==> config.mk <==
export PLATFORM = sky130hd
export DESIGN_NAME = peInputTop
export DESIGN_NICKNAME = d
export VERILOG_FILES = /design/src/logic/peInputPkg.sv /design/src/logic/fifoBus.sv /design/src/logic/ackCredit.sv /design/src/logic/instFifo.sv /design/src/logic/outStage.sv /design/src/logic/peInputCtrl.sv /design/src/logic/peInputTop.sv
export VERILOG_INCLUDE_DIRS = /design/src /design/src/logic
export SDC_FILE = /design/constraint.sdc
export NUM_CORES = 1
export LEC_CHECK = 0
export BUFFER_PORTS_ARGS = -buffer_cell sky130_fd_sc_hd__buf_2
export CELL_PAD_IN_SITES_DETAIL_PLACEMENT = 0
export CELL_PAD_IN_SITES_GLOBAL_PLACEMENT = 1
export CORE_ASPECT_RATIO = 1.1
export CORE_MARGIN = 3
export CORE_UTILIZATION = 50
export CTS_CLUSTER_DIAMETER = 50
export DETAILED_ROUTE_END_ITERATION = 12
export GPL_ROUTABILITY_DRIVEN = 0
export PLACE_DENSITY = 0.85
export SLEW_MARGIN = 30
export SYNTH_ARGS = -nofsm -noshare
export SYNTH_HDL_FRONTEND = slang
export SYNTH_SLANG_ARGS = --single-unit
==> constraint.sdc <==
create_clock -name clk -period 3.6 [get_ports clk]
set_input_delay 0.54 -clock clk [delete_from_list [all_inputs] [get_ports clk]]
set_output_delay 0.54 -clock clk [all_outputs]
set_load 0.005 [all_outputs]
==> src/logic/peInput_defs.svh <==
`ifndef PEINPUT_DEFS_SVH
`define PEINPUT_DEFS_SVH

// Instruction FIFO geometry
`define FIFO_DEPTH 16
`define FIFO_PTR_W 4

// Stored acks saturate here
`define CREDIT_MAX 15

// Width of the emitted packet counters
`define STAT_W 16

// Packet and node widths
`define INST_W 14
`define NODE_W 4

`endif

==> src/logic/peInputPkg.sv <==
`include "peInput_defs.svh"

package peInputPkg;

    // One instruction packet as it arrives from the network
    typedef logic [`INST_W-1:0] instWord_t;

    // PE node number appended to every emitted word
    typedef logic [`NODE_W-1:0] peNode_t;

    // Packet above the node number
    typedef logic [`INST_W+`NODE_W-1:0] outWord_t;

    // FIFO occupancy, needs one bit above the pointer
    typedef logic [`FIFO_PTR_W:0] fifoCount_t;

    // Acks not yet matched to a packet
    typedef logic [3:0] creditCount_t;

    // Emitted packet counters
    typedef logic [`STAT_W-1:0] statCount_t;

    // Issue control machine
    typedef enum logic [1:0] {IDLE, ISSUE, WAIT_ACK} ctrlState_t;

endpackage

==> src/logic/fifoBus.sv <==
`timescale 1ns/1ps

interface fifoBus;

    // Enqueue strobe and its packet
    logic push;
    peInputPkg::instWord_t pushData;

    // Dequeue strobe from the issue control
    logic pop;

    // Oldest stored packet, valid while not empty
    peInputPkg::instWord_t headData;
    logic empty;
    peInputPkg::fifoCount_t count;

    // Network side
    modport writer (
        output push,
        output pushData
    );

    // Issue control side
    modport reader (
        output pop,
        input  headData,
        input  empty,
        input  count
    );

    // The buffer itself
    modport storage (
        input  push,
        input  pushData,
        input  pop,
        output headData,
        output empty,
        output count
    );

endinterface

==> src/logic/ackCredit.sv <==
`timescale 1ns/1ps
`include "peInput_defs.svh"

module ackCredit (
    input  logic clk,
    input  logic rst,
    input  logic ack,
    input  logic consume,
    output logic creditAvail
);

    // Acks not yet spent on a timestep 0 packet
    peInputPkg::creditCount_t credits;

    logic atMax;
    logic atZero;

    assign atMax = (credits == peInputPkg::creditCount_t'(`CREDIT_MAX));
    assign atZero = (credits == '0);

    // Level seen by the issue control
    assign creditAvail = !atZero;

    always_ff @(posedge clk) begin
        if (rst) begin
            credits <= '0;
        end else begin
            case ({ack, consume})
                // Ack at the limit is lost
                2'b10: begin
                    if (!atMax) begin
                        credits <= credits + 1'b1;
                    end
                end
                // Never below zero
                2'b01: begin
                    if (!atZero) begin
                        credits <= credits - 1'b1;
                    end
                end
                // Ack and consume together cancel
                default: credits <= credits;
            endcase
        end
    end

    // Control may only spend a credit it has seen
    consumeHasCredit: assert property (@(posedge clk) disable iff (rst)
        consume |-> creditAvail)
        else $error("ackCredit consume without credit");

endmodule

==> src/logic/instFifo.sv <==
`timescale 1ns/1ps
`include "peInput_defs.svh"

module instFifo (
    input  logic clk,
    input  logic rst,
    fifoBus.storage bus,
    output logic overflow
);

    // Packet storage
    peInputPkg::instWord_t mem [`FIFO_DEPTH];

    // Pointers wrap on their own with a power of two depth
    logic [`FIFO_PTR_W-1:0] wrPtr;
    logic [`FIFO_PTR_W-1:0] rdPtr;

    // Number of stored packets
    peInputPkg::fifoCount_t occupancy;

    logic full;
    logic doPush;
    logic doPop;

    assign full = (occupancy == peInputPkg::fifoCount_t'(`FIFO_DEPTH));

    // Push to a full buffer is dropped
    assign doPush = bus.push && !full;
    assign doPop = bus.pop && (occupancy != '0);

    // Head is read straight from the array
    assign bus.headData = mem[rdPtr];
    assign bus.empty = (occupancy == '0);
    assign bus.count = occupancy;

    // Control state
    always_ff @(posedge clk) begin
        if (rst) begin
            wrPtr <= '0;
            rdPtr <= '0;
            occupancy <= '0;
            overflow <= 1'b0;
        end else begin
            if (doPush) begin
                wrPtr <= wrPtr + 1'b1;
            end
            if (doPop) begin
                rdPtr <= rdPtr + 1'b1;
            end
            // Simultaneous push and pop leave the count alone
            case ({doPush, doPop})
                2'b10:   occupancy <= occupancy + 1'b1;
                2'b01:   occupancy <= occupancy - 1'b1;
                default: occupancy <= occupancy;
            endcase
            // Sticky until reset
            if (bus.push && full) begin
                overflow <= 1'b1;
            end
        end
    end

    // Storage array
    always_ff @(posedge clk) begin
        if (doPush) begin
            mem[wrPtr] <= bus.pushData;
        end
    end

    // Issue control must never pop an empty buffer
    popNotEmpty: assert property (@(posedge clk) disable iff (rst)
        bus.pop |-> !bus.empty)
        else $error("instFifo pop while empty");

endmodule

==> src/logic/outStage.sv <==
`timescale 1ns/1ps

module outStage (
    input  logic clk,
    input  logic rst,
    input  logic issue,
    input  peInputPkg::instWord_t issueData,
    input  peInputPkg::peNode_t node,
    output logic outValid,
    output peInputPkg::outWord_t outData,
    output peInputPkg::statCount_t filterCount,
    output peInputPkg::statCount_t ifmapCount
);

    // Bit 0 tells filter from ifmap
    logic isFilter;

    assign isFilter = issueData[0];

    // One cycle pulse per issued packet
    always_ff @(posedge clk) begin
        if (rst) begin
            outValid <= 1'b0;
        end else begin
            outValid <= issue;
        end
    end

    // Packet tagged with this PE's node number
    always_ff @(posedge clk) begin
        if (issue) begin
            outData <= {issueData, node};
        end
    end

    // Emitted packets by kind
    always_ff @(posedge clk) begin
        if (rst) begin
            filterCount <= '0;
            ifmapCount <= '0;
        end else if (issue) begin
            if (isFilter) begin
                filterCount <= filterCount + 1'b1;
            end else begin
                ifmapCount <= ifmapCount + 1'b1;
            end
        end
    end

endmodule

==> src/logic/peInputCtrl.sv <==
`timescale 1ns/1ps

module peInputCtrl (
    input  logic clk,
    input  logic rst,
    fifoBus.reader fifo,
    input  logic creditAvail,
    output logic consume,
    output logic issue,
    output peInputPkg::instWord_t issueData
);

    peInputPkg::ctrlState_t state;

    // Timestep 0 ifmap packet at the head
    logic needAck;

    // Head is allowed out now
    logic headGo;

    // Decision taken this cycle
    logic launch;

    // Low two bits both zero means ifmap with timestep 0
    assign needAck = (fifo.headData[1:0] == 2'b00);
    assign headGo = !fifo.empty && (!needAck || creditAvail);

    // No decision while the head is still settling
    assign launch = headGo && (state != peInputPkg::ISSUE);

    // Registered strobes
    always_ff @(posedge clk) begin
        if (rst) begin
            fifo.pop <= 1'b0;
            issue <= 1'b0;
            consume <= 1'b0;
        end else begin
            fifo.pop <= launch;
            issue <= launch;
            // Gated head spends one credit as it leaves
            consume <= launch && needAck;
        end
    end

    // Packet captured with the decision
    always_ff @(posedge clk) begin
        if (launch) begin
            issueData <= fifo.headData;
        end
    end

    // State machine
    always_ff @(posedge clk) begin
        if (rst) begin
            state <= peInputPkg::IDLE;
        end else begin
            case (state)
                peInputPkg::IDLE: begin
                    if (launch) begin
                        state <= peInputPkg::ISSUE;
                    end else if (!fifo.empty) begin
                        // Gated head blocks everything behind it
                        state <= peInputPkg::WAIT_ACK;
                    end
                end
                peInputPkg::WAIT_ACK: begin
                    if (launch) begin
                        state <= peInputPkg::ISSUE;
                    end
                end
                // One cycle for the pop to land
                peInputPkg::ISSUE: begin
                    state <= peInputPkg::IDLE;
                end
                default: begin
                    state <= peInputPkg::IDLE;
                end
            endcase
        end
    end

    // Issued packet stays at the FIFO head until its pop lands
    issueWithPop: assert property (@(posedge clk) disable iff (rst)
        issue |-> fifo.pop && (issueData == fifo.headData))
        else $error("peInputCtrl issue without matching pop");

    // Waiting only makes sense on a stored gated head
    waitOnGated: assert property (@(posedge clk) disable iff (rst)
        (state == peInputPkg::WAIT_ACK) |-> (fifo.count != '0) && needAck)
        else $error("peInputCtrl waiting without a gated head");

endmodule

==> src/logic/peInputTop.sv <==
`timescale 1ns/1ps

module peInputTop #(
    parameter peInputPkg::peNode_t PE_NODE = 4'h0
) (
    input  logic clk,
    input  logic rst,
    input  logic inValid,
    input  peInputPkg::instWord_t inData,
    input  logic ack,
    output logic outValid,
    output peInputPkg::outWord_t outData,
    output peInputPkg::statCount_t filterCount,
    output peInputPkg::statCount_t ifmapCount,
    output logic overflow
);

    // Credit link
    logic consume;
    logic creditAvail;

    // Control to output stage
    logic issue;
    peInputPkg::instWord_t issueData;

    fifoBus fifoIf ();

    // Network input feeds the FIFO directly
    assign fifoIf.push = inValid;
    assign fifoIf.pushData = inData;

    instFifo i_instFifo (
        .clk      (clk),
        .rst      (rst),
        .bus      (fifoIf.storage),
        .overflow (overflow)
    );

    ackCredit i_ackCredit (
        .clk         (clk),
        .rst         (rst),
        .ack         (ack),
        .consume     (consume),
        .creditAvail (creditAvail)
    );

    peInputCtrl i_peInputCtrl (
        .clk         (clk),
        .rst         (rst),
        .fifo        (fifoIf.reader),
        .creditAvail (creditAvail),
        .consume     (consume),
        .issue       (issue),
        .issueData   (issueData)
    );

    // Node number fixed per PE instance
    outStage i_outStage (
        .clk         (clk),
        .rst         (rst),
        .issue       (issue),
        .issueData   (issueData),
        .node        (PE_NODE),
        .outValid    (outValid),
        .outData     (outData),
        .filterCount (filterCount),
        .ifmapCount  (ifmapCount)
    );

endmodule

==> flow_metrics.tcl, run 1 <==
set metrics [dict create \
    cts-buffers-inserted 31 \
    cp.required_ns 4.02 \
    worstPathCellList "or4_4 > o21a_1 > ha_1 > xor2_1 > ha_1 > o311a_1 > nand3_1 > nor4bb_1 > mux2_1" \
    drive_above_1_share_pct 26.3 \
    clk_latency_ns 0.55 \
    critical_path_class "flip-flop to flip-flop" \
    hold_depth 3 \
    drv_cap 0 \
    core-area_sq_um 23800 \
    fin_crit_sh_pct 95.0 \
    n_antenna_cell 0 \
    crit_path_start_kind "flip-flop" \
    synthFlopType "edfxtp_1" \
    whs_endpoint "i_instFifo.overflow$_SDFFE_PP0P_" \
    r2r_end "i_instFifo.bus.count[4]$_SDFFE_PP0P_" \
    grt_max_degree 63 \
    drtIter0Drc 541 \
    min_path_type "primary input to flip-flop" \
    leakagePower_uw 0.00465 \
    cts_tree "yes" \
    start_util_pct 51.1 \
    ant_nets 0 \
    die_w_um 155 \
    maxSlewHeadroom_pct 43.1 \
    cellPowerDensity_nw_per_um2 594 \
    critPathMaxStageDelay_ns 0.56 \
    fmax_ghz 0.293 \
    crit_top_cell "ha_1" \
    r2r_slack_ns 0.18 \
    arrival_ns 3.84 \
    power_frac_clock_pct 37.5 \
    synth-seq-area-share_pct 71.8 \
    grt_pass1_wl_um 37600 \
    first_pass_iters 7 \
    slowest_stage "or4_4" \
    async_reset_ff_share_pct 0 \
    rows 59 \
    tns_ns 0 \
    hpwl_um 14300 \
    clock_skew_ns 0.0167 \
    ys_ff_latch 311 \
    setup_viol 0 \
    synthDistinctLibCells 51 \
    cts.sinks 311 \
    wirelength_um 24200 \
    min_period_ns 3.42 \
    ys_warn_count 0 \
    cts_setup_buffers 0 \
    synth_edf_count 252 \
    max-clock-path-buffers 3 \
    power.switching_uw 1910 \
    whs_ns 0.287 \
    cp_max_fo 11 \
    grt_pass1_vias 6561 \
    finalHoldViolCount 0 \
    r2r_cells 9 \
    drc 0 \
    io_pins 70 \
    p_int_uw 6360 \
    antenna_found_initial 0 \
    syn_inst 683 \
    vdd_drop_max_mv 0.348 \
    rsz0062_at_grt "false" \
    vias 6299 \
    die-area_sq_um 26300 \
    clk_pin_slew_worst_paths_ns 0.06 \
    hp-start "inValid" \
    p_comb_share_pct 10.6 \
    nets 803 \
    syn-cell-area_sq_um 12200 \
    worst_pin_slew_ns 0.845 \
    syn_area_per_cell_sq_um 17.8 \
    grt.overflow.total 0 \
    cp-end-kind "flip-flop" \
    seq_power_share_pct 51.9 \
    port_buffers 65 \
    wl_per_cell_um 22.0 \
    avgViaCountPerCell 5.73 \
    r2r-start "i_instFifo.bus.count[1]$_SDFFE_PP0P_" \
    syn_to_final_growth_pct 14.4 \
    grt.total_usage_pct 18.7 \
    status "complete, no violations" \
    swShare_pct 23.1 \
    die-height_um 170 \
    h-tree-depth 1 \
    cts-root-buf "clkbuf_16" \
    final_max_slew_viol_count 0 \
]
## cell families (layout without fill, tap and decap cells)
| group | count (synthesis) | count (layout) | share of synthesized area (%) |
|---|---|---|---|
| DFF | 311 | 311 | 71.8 |
| AOI/OAI and AO/OA | 35 | 35 | 2.21 |
| adders and majority gates | 15 | 15 | 1.60 |
| buffers and inverters | 47 | 156 | 1.83 |
| and+or+nand+nor | 159 | 159 | 6.30 |
| muxes | 77 | 77 | 13.5 |
| other | 1 | 4 | 0.0308 |
| xor gates and xnor gates | 38 | 38 | 2.73 |
## per-layer routing
metal | track usage (%) | routed length, um | vias up | share of wire [%]
li1 | - | - | 2838 | -
met1 | 23.5 | 9150 | 3174 | 38
met2 | 33.6 | 12900 | 232 | 53
met3 | 3.14 | 1550 | 55 | 6.4
met4 | 5.30 | 631 | 0 | 2.6
met5 | 0 | 0 | - | 0
## cell usage in the layout, fill, tap and decap left out, types with 2 or more instances in the layout
| master | instances |
|---|---|
| xor2_1 | 21 |
| ha_1 | 14 |
| nand4_1 | 14 |
| or3_1 | 4 |
| o21a_1 | 4 |
| mux4_2 | 65 |
| clkinvlp_4 | 3 |
| nand2b_1 | 4 |
| nor4_1 | 6 |
| buf_4 | 23 |
| a21o_1 | 3 |
| a211oi_1 | 2 |
| buf_2 | 64 |
| bufinv_16 | 3 |
| a2111oi_4 | 2 |
| clkbuf_16 | 31 |
| nand3_1 | 9 |
| a21oi_1 | 11 |
| nor2b_1 | 3 |
| dfxtp_1 | 57 |
| nor2_1 | 67 |
| o21ai_0 | 3 |
| clkinv_1 | 10 |
| edfxtp_1 | 252 |
| nor3_2 | 4 |
| mux2i_1 | 6 |
| nand2_1 | 25 |
| xnor2_1 | 17 |
| and4_1 | 4 |
| inv_1 | 10 |
| and3_1 | 3 |
| nor3_1 | 9 |
| clkbuf_1 | 6 |
| mux4_1 | 3 |
| o21ai_1 | 2 |
| conb_1 | 4 |
| clkinv_2 | 2 |
## registers in the layout (all words and copies together), names as in the netlist, named ones only
| name | count |
|---|---|
| i_ackCredit.credits | 4 |
| i_instFifo.bus.count | 5 |
| i_instFifo.mem | 224 |
| i_instFifo.overflow | 1 |
| i_instFifo.rdPtr | 4 |
| i_instFifo.wrPtr | 4 |
| i_outStage.filterCount | 16 |
| i_outStage.ifmapCount | 16 |
| i_outStage.outData | 14 |
| i_outStage.outValid | 1 |
| i_peInputCtrl.consume | 1 |
| i_peInputCtrl.issue | 1 |
| i_peInputCtrl.issueData | 14 |
| i_peInputCtrl.state | 2 |
## power by group through the flow
stage          sequential, uW  clock, uW  combinational [uW]
2_1_floorplan            4310          0                 626
3_3_place_gp             4350          0                 838
3_5_place_dp             4370          0                 881
4_1_cts                  4290       3170                 887
5_1_grt                  4320       3310                 960
6_report                 4290       3100                 874
## area by class of cell
| class | instances | area (sq um) |
|---|---|---|
| flip-flops and latches | 311 | 8750 |
| clock inverters | 21 | 198 |
| inverters | 10 | 37.5 |
| repair buffers | 88 | 513 |
| well taps | 305 | 382 |
| fillers | 1742 | 9920 |
| multi-input cells | 328 | 3250 |
| clock buffers | 37 | 798 |
## repair_timing
item | in CTS | in global routing
hold buffers | 0 | 0
endpoints found under the setup margin | 0 | 1
resized for setup | 0 | 1
endpoints found under the hold margin | 0 | 0
## cell usage after synthesis, types with 4 or more instances
| cell type | instances | area share [%] |
|---|---|---|
| nand2_1 | 25 | 0.77 |
| and4_1 | 4 | 0.29 |
| buf_2 | 7 | 0.29 |
| edfxtp_1 | 252 | 62 |
| xor2_1 | 21 | 1.5 |
| mux2i_1 | 6 | 0.49 |
| mux4_2 | 65 | 12 |
| or3_1 | 4 | 0.21 |
| nor4_1 | 7 | 0.36 |
| buf_4 | 4 | 0.25 |
| a21oi_1 | 11 | 0.45 |
| o21a_1 | 4 | 0.25 |
| ha_1 | 14 | 1.4 |
| inv_1 | 10 | 0.31 |
| dfxtp_1 | 59 | 9.7 |
| xnor2_1 | 17 | 1.2 |
| nor2_1 | 67 | 2.1 |
| nand4_1 | 14 | 0.72 |
| nand3_1 | 9 | 0.37 |
| nor3_1 | 13 | 0.53 |
| nand2b_1 | 4 | 0.21 |
| clkbuf_1 | 22 | 0.68 |
## critical path: cells and delay by family (launching register included)
family	cells	cell delay, ns
AO/OA/AOI/OAI	2	0.64
XOR/XNOR	1	0.21
adder cells (fa/ha/maj)	2	0.72
flip-flops	1	0.40
multiplexers	1	0.37
AND/OR/NAND/NOR	3	0.96
## worst max path at each step
stage | start | to | slack (ns) | cells after the start
floorplan | i_instFifo.bus.count[1]$_SDFFE_PP0P_ | i_instFifo.bus.count[4]$_SDFFE_PP0P_ | 0.47 | 12
global placement | i_instFifo.bus.count[1]$_SDFFE_PP0P_ | i_instFifo.bus.count[4]$_SDFFE_PP0P_ | 0.46 | 9
detailed placement | i_instFifo.bus.count[1]$_SDFFE_PP0P_ | i_instFifo.bus.count[4]$_SDFFE_PP0P_ | 0.21 | 9
CTS | i_instFifo.bus.count[1]$_SDFFE_PP0P_ | i_instFifo.bus.count[4]$_SDFFE_PP0P_ | 0.20 | 9
global route | i_instFifo.bus.count[1]$_SDFFE_PP0P_ | i_instFifo.bus.count[4]$_SDFFE_PP0P_ | 0.06 | 9
finish | i_instFifo.bus.count[1]$_SDFFE_PP0P_ | i_instFifo.bus.count[4]$_SDFFE_PP0P_ | 0.18 | 9
## stage by stage
stage | util (%) | setup slack, ns | cells | total power (uW) | cell area (sq um)
after floorplan | - | 0.472 | 686 | 4940 | 12200
after global placement | 54.2 | 0.463 | 1042 | 5190 | 12900
after detailed placement | 54.2 | 0.205 | 1042 | 5250 | 12900
after CTS | 58.4 | 0.200 | 1100 | 8350 | 13900
after global routing | 58.4 | 0.0587 | 1100 | 8590 | 13900
final | 58.4 | 0.182 | 1100 | 8270 | 13900
Power figures use the tool's default switching activity.
==> inputs of run 2 (changes only) <==
--- a/config.mk
+++ b/config.mk
@@ -16,6 +16,7 @@
 export DETAILED_ROUTE_END_ITERATION = 12
 export GPL_ROUTABILITY_DRIVEN = 0
 export PLACE_DENSITY = 0.85
+export SETUP_SLACK_MARGIN = 0.5
 export SLEW_MARGIN = 30
 export SYNTH_ARGS = -nofsm -noshare
 export SYNTH_HDL_FRONTEND = slang
==> run 2 against run 1 <==
Sequential share of layout area decreased by 0.33 points. Register-to-register slack improved by 0.42 ns. Critical path depth unchanged. Clock power increased by 1%. Total power increased by 0.67%. Cell count increased by 0.36%. Global-route usage increased by 0.60 points. Critical path type unchanged.
==> flow_metrics.tcl, run 2 (same netlist as run 1, synthesis figures left out) <==
set metrics [dict create \
    start_util_pct 51.1 \
    cts-root-buf "clkbuf_16" \
    wirelength_um 25000 \
    cts_tree "yes" \
    critPathTopFamily "simple AND/OR/NAND/NOR gates" \
    fmax_ghz 0.334 \
    largest-register "i_instFifo.mem" \
    first_pass_iters 5 \
    cp.required_ns 4.05 \
    hpwl_um 15200 \
    finalHoldViolCount 0 \
    port_buffers 65 \
    antenna_found_initial 1 \
    ctsHoldBuffers 0 \
    min_period_ns 3.00 \
    place_inst 1047 \
    wl_per_cell_um 22.6 \
    rsz0062_at_grt "false" \
    fin_crit_sh_pct 83.3 \
    clk_latency_ns 0.58 \
    cp-end-kind "flip-flop" \
    cp_max_fo 11 \
    max-clock-path-buffers 3 \
    avgViaCountPerCell 5.83 \
    min_path_type "primary input to flip-flop" \
    grt_max_degree 37 \
    layout_common_cells "edfxtp_1, nor2_1, mux4_2, buf_2, dfxtp_1" \
    grt_pass1_wl_um 39100 \
    setup_viol 0 \
    drc 0 \
    leakagePower_uw 0.00469 \
    die-area_sq_um 26300 \
    status "complete, no violations" \
    io_pins 70 \
    seq_power_share_pct 51.8 \
    reg_top3 "i_instFifo.mem (224), i_outStage.filterCount (16), i_outStage.ifmapCount (16)" \
    final_area_sq_um 14000 \
    layout_setup_ws_ns 0.602 \
    clock_skew_ns 0.0265 \
    die_w_um 155 \
    slowest_stage "or4_4" \
    n_antenna_cell 0 \
    multi_input_area_sq_um 3270 \
    drive_above_1_share_pct 27.2 \
    worstPathCellList "or4_4 > o21a_4 > ha_4 > xor2_1 > ha_1 > o311a_1 > nand3_1 > nor4bb_2 > mux2_1" \
    rows 59 \
    cts-buffers-inserted 31 \
    syn_to_final_growth_pct 15.0 \
    critical_path_class "flip-flop to flip-flop" \
    maxSlewHeadroom_pct 49.8 \
    cts_setup_buffers 0 \
    p_comb_share_pct 10.5 \
    swShare_pct 23.4 \
    ctsResizeCount 3 \
    vias 6437 \
    register_area_sq_um 8750 \
    place_area_sq_um 13000 \
    whs_ns 0.268 \
    p_int_uw 6370 \
    critPathMaxStageDelay_ns 0.57 \
    cellPowerDensity_nw_per_um2 595 \
    clk_pin_slew_worst_paths_ns 0.06 \
    h-tree-depth 1 \
    vdd_drop_max_mv 0.553 \
    nFillCells 1684 \
    final_cells 1104 \
    drv_cap 0 \
    worst_pin_slew_ns 0.746 \
    ant_nets 0 \
    drtIter0Drc 524 \
    nets 808 \
    tns_ns 0 \
    grt.overflow.total 0 \
    critPathBufInv 0 \
    cts.sinks 311 \
    final_common_cell "edfxtp_1" \
    crit_path_start_kind "flip-flop" \
    power.switching_uw 1950 \
    arrival_ns 3.44 \
    die-height_um 170 \
    pre_cts_ws_ns 0.302 \
    largest_register_ffs 224 \
    core-area_sq_um 23800 \
    final_max_slew_viol_count 0 \
    grt_pass1_vias 6801 \
    grt.total_usage_pct 19.3 \
    power_frac_clock_pct 37.7 \
]
## run 2: path summary, 6_finish.rpt
path	end	depth (start not counted)	from	slack, ns
worst max register to register	i_instFifo.bus.count[4]$_SDFFE_PP0P_	9	i_instFifo.bus.count[1]$_SDFFE_PP0P_	0.60
worst min register to register	i_outStage.outData[15]$_DFFE_PP_	0	i_peInputCtrl.issueData[11]$_DFFE_PP_	0.42
worst max-delay path	i_instFifo.bus.count[4]$_SDFFE_PP0P_	9	i_instFifo.bus.count[1]$_SDFFE_PP0P_	0.60
worst min-delay path	i_instFifo.overflow$_SDFFE_PP0P_	3	inValid	0.27
## run 2: final cells by class
| class | instances | area share, % |
|---|---|---|
| Sequential cell | 311 | 62.5 |
| Multi-Input combinational cell | 328 | 23.3 |
| Clock buffer | 36 | 5.67 |
| Timing Repair Buffer | 93 | 4.00 |
| Tap cell | 305 | 2.73 |
| Clock inverter | 21 | 1.48 |
| Inverter | 10 | 0.268 |
## run 2: tightest hold or removal path, cell delays in order
cell     delay [ns]
buf_2          0.11
a31oi_1        0.08
nor2_1         0.07
## run 2: routing by layer
layer	wire length, um	part of all wire, %	track usage [%]	up-vias
met5	7	0.028	0	-
met4	796	3.2	7.18	2
met3	1520	6.1	3.39	67
met2	13400	54	34.5	238
met1	9270	37	23.5	3285
li1	-	-	-	2845
## run 2: per-stage QoR
step | util [%] | power [uW]
2_1_floorplan | - | 4940
3_3_place_gp | 54.4 | 5190
3_5_place_dp | 54.4 | 5240
4_1_cts | 58.7 | 8390
5_1_grt | 58.7 | 8620
6_report | 58.7 | 8320
## run 2: power by group through the flow
stage	Sequential (uW)	Combinational, uW	Clock [uW]
2_1_floorplan	4310	626	0
3_3_place_gp	4370	817	0
3_5_place_dp	4390	859	0
4_1_cts	4310	881	3200
5_1_grt	4340	948	3330
6_report	4310	874	3140
==> inputs of run 3 (changes only) <==
--- a/config.mk
+++ b/config.mk
@@ -6,6 +6,7 @@
 export SDC_FILE = /design/constraint.sdc
 export NUM_CORES = 1
 export LEC_CHECK = 0
+export ABC_AREA = 1
 export BUFFER_PORTS_ARGS = -buffer_cell sky130_fd_sc_hd__buf_2
 export CELL_PAD_IN_SITES_DETAIL_PLACEMENT = 0
 export CELL_PAD_IN_SITES_GLOBAL_PLACEMENT = 1
@@ -15,7 +16,7 @@
 export CTS_CLUSTER_DIAMETER = 50
 export DETAILED_ROUTE_END_ITERATION = 12
 export GPL_ROUTABILITY_DRIVEN = 0
-export PLACE_DENSITY = 0.85
+export PLACE_DENSITY = 0.89
 export SETUP_SLACK_MARGIN = 0.5
 export SLEW_MARGIN = 30
 export SYNTH_ARGS = -nofsm -noshare
==> constraint.sdc (replaced) <==
create_clock -name clk -period 2.8 [get_ports clk]
set_input_delay 0.42 -clock clk [delete_from_list [all_inputs] [get_ports clk]]
set_output_delay 0.42 -clock clk [all_outputs]
set_load 0.005 [all_outputs]
==> run 3 against run 2 <==
Synthesized cell count up 53%. Largest power group unchanged. Cell count up 35%. Clock power up 49%. Sequential cell count unchanged. Via count rose by 26%. Die area rose by 4.5%. Global-route usage increased by 0.28 points. Setup slack improved by 0.072 ns. Highest routed layer unchanged. Combinational power grew to 2.8 times the previous value.
==> flow_metrics.tcl, run 3 <==
set metrics [dict create \
    grtUsageMet1_pct 26.1 \
    power.switching_uw 3600 \
    cp-end-kind "flip-flop" \
    grt_pass1_wl_um 41900 \
    largest-register "i_instFifo.mem" \
    netlist.area_leader.share_pct 59.4 \
    layout_common_cells "edfxtp_1, inv_1, nand2_1, o21ai_0, a21oi_1" \
    synth-seq-area-share_pct 68.6 \
    first_pass_iters 5 \
    clk_latency_ns 0.51 \
    cellPowerDensity_nw_per_um2 870 \
    worst_pin_slew_ns 0.634 \
    drc 0 \
    io_pins 70 \
    tns_ns 0 \
    grt.overflow.total 0 \
    die-height_um 173 \
    max-clock-path-buffers 3 \
    grt.total_usage_pct 19.5 \
    r2r_slack_ns 0.67 \
    swShare_pct 28.0 \
    start_util_pct 51.5 \
    vias 8085 \
    r2r_end "i_peInputCtrl.issueData[13]$_DFFE_PP_" \
    leakagePower_uw 0.00540 \
    whs_ns 0.218 \
    final_core_util_pct 59.6 \
    port_buffers 65 \
    synthFlopType "edfxtp_1" \
    final_common_cell "edfxtp_1" \
    clock_skew_ns 0.0201 \
    seq_power_share_pct 44.7 \
    finalHoldViolCount 0 \
    ys_warn_count 0 \
    drive_above_1_share_pct 17.0 \
    clk_pin_slew_worst_paths_ns 0.06 \
    vdd_drop_max_mv 0.458 \
    pre_cts_ws_ns 0.551 \
    synth_edf_count 252 \
    core-area_sq_um 24800 \
    grt_pass1_vias 7886 \
    h-tree-depth 2 \
    hpwl_um 16300 \
    grt_use_met3_pct 3.57 \
    cts.sinks 311 \
    die-area_sq_um 27400 \
    maxSlewHeadroom_pct 57.7 \
    rows 60 \
    layout_setup_ws_ns 0.674 \
    largest_register_ffs 224 \
    syn_to_final_growth_pct 15.9 \
    setup_viol 0 \
    min_period_ns 2.13 \
    reg_top3 "i_instFifo.mem (224), i_outStage.filterCount (16), i_outStage.ifmapCount (16)" \
    p_int_uw 9250 \
    min_path_type "primary input to flip-flop" \
    p_comb_share_pct 19.0 \
    post-synth-top-count-cell "edfxtp_1" \
    fin_crit_sh_pct 75.9 \
    cp_max_fo 44 \
    async_reset_ff_share_pct 0 \
    cts-root-buf "clkbuf_16" \
    syn_inst 1047 \
    avgViaCountPerCell 5.44 \
    rsz0062_at_grt "false" \
    cts-buffers-inserted 34 \
    grt-busiest-layer "met2" \
    cp.required_ns 2.98 \
    antenna_found_initial 2 \
    wl_per_cell_um 18.0 \
    whs_endpoint "i_instFifo.overflow$_SDFFE_PP0P_" \
    grt_use_met2_pct 32.1 \
    netlist_top_cells_area "edfxtp_1, dfxtp_1, mux2i_1" \
    r2r_cells 9 \
    hold_depth 3 \
    crit_path_start_kind "flip-flop" \
    nets 1181 \
    final_max_slew_viol_count 0 \
    cts_tree "yes" \
    die_w_um 158 \
    power_frac_clock_pct 36.3 \
    wirelength_um 26700 \
    synth_largest_area_cell "edfxtp_1" \
    grt_max_degree 65 \
    syn-cell-area_sq_um 12700 \
    hp-start "inValid" \
    drv_cap 0 \
    ys_ff_latch 311 \
    syn_area_per_cell_sq_um 12.2 \
    fmax_ghz 0.470 \
    synth.top_cells.by_count "edfxtp_1, inv_1, nand2_1, o21ai_0, a21oi_1" \
    status "complete, no violations" \
    synthDistinctLibCells 39 \
    drtIter0Drc 696 \
    ant_nets 0 \
    critical_path_class "flip-flop to flip-flop" \
    arrival_ns 2.31 \
]
==> run 3: cell count changes after synthesis, sizes merged, moves of 14 or more <==
cell / change
mux4: -68
nand2: +77
xor2: -16
nand3: +30
o21ai: +86
mux2i: +42
a21oi: +74
inv: +119
o211ai: +59
xnor2: -14
==> run 3: layer usage <==
layer / routed length (um) / share of wire, % / up-vias
li1: - / - / 3894
met1: 11000 / 41 / 3847
met4: 766 / 2.9 / 2
met3: 1890 / 7.1 / 61
met5: 13 / 0.049 / -
met2: 13000 / 49 / 281
==> run 3: how the worst max path moves through the flow <==
| stage | start | endpoint | slack (ns) | cells past startpoint |
|---|---|---|---|---|
| final | flip-flop | i_peInputCtrl.issueData[13]$_DFFE_PP_ | 0.67 | 9 |
| after global routing | flip-flop | i_peInputCtrl.issueData[7]$_DFFE_PP_ | 0.51 | 6 |
| after global placement | flip-flop | i_peInputCtrl.issueData[6]$_DFFE_PP_ | 0.57 | 5 |
| after floorplan | flip-flop | i_peInputCtrl.issueData[0]$_DFFE_PP_ | 0.60 | 11 |
| after CTS | flip-flop | i_peInputCtrl.issueData[6]$_DFFE_PP_ | 0.52 | 6 |
| after detailed placement | flip-flop | i_peInputCtrl.issueData[6]$_DFFE_PP_ | 0.55 | 5 |
==> run 3: area by class of cell <==
class / instances / area [sq um]
Antenna cell: 1 / 2.50
Clock buffer: 38 / 887
Clock inverter: 24 / 305
Fill cell: 1877 / 10000
Inverter: 130 / 488
Multi-Input combinational cell: 562 / 3270
Sequential cell: 311 / 8750
Tap cell: 310 / 388
Timing Repair Buffer: 109 / 676
==> run 3: what timing repair did <==
item / 4_1_cts / 5_1_grt
hold buffers: 0 / 0
buffers inserted: 0 / 1
setup endpoints to repair: 0 / 8
resized for setup: 0 / 7
==> run 3: critical path, cell delays in order, from the launching register on <==
cell and delay (ns):
dfxtp_4 0.62, o211ai_1 0.19, nand3_1 0.11, nand3_1 0.11
nand2_1 0.13, nor2_1 0.06, nand2_1 0.10, nand2_1 0.09
nor2_1 0.10, buf_4 0.28
==> run 3: kinds of logic after synthesis <==
logic type	synth area share, %
multiplexers	3.77
XOR/XNOR	0.550
adder cells (fa/ha/maj)	1.53
flip-flops	68.6
AO/OA/AOI/OAI	10.9
buffers and inverters	5.91
AND/OR/NAND/NOR	8.73
other	0.0294
==> run 3: power by group through the flow <==
stage	Clock [uW]	Combinational, uW	Sequential (uW)
CTS	4740	2420	5740
global placement	0	2330	5820
detailed placement	0	2400	5830
global route	4930	2760	5790
floorplan	0	1800	5740
finish	4670	2440	5740
==> run 3: metrics by stage <==
step	power (uW)	instance area (sq um)	instances
finish	12900	14800	1485
global route	13500	14800	1485
CTS	12900	14700	1483
detailed placement	8230	13500	1421
global placement	8150	13500	1421
floorplan	7540	12800	1050
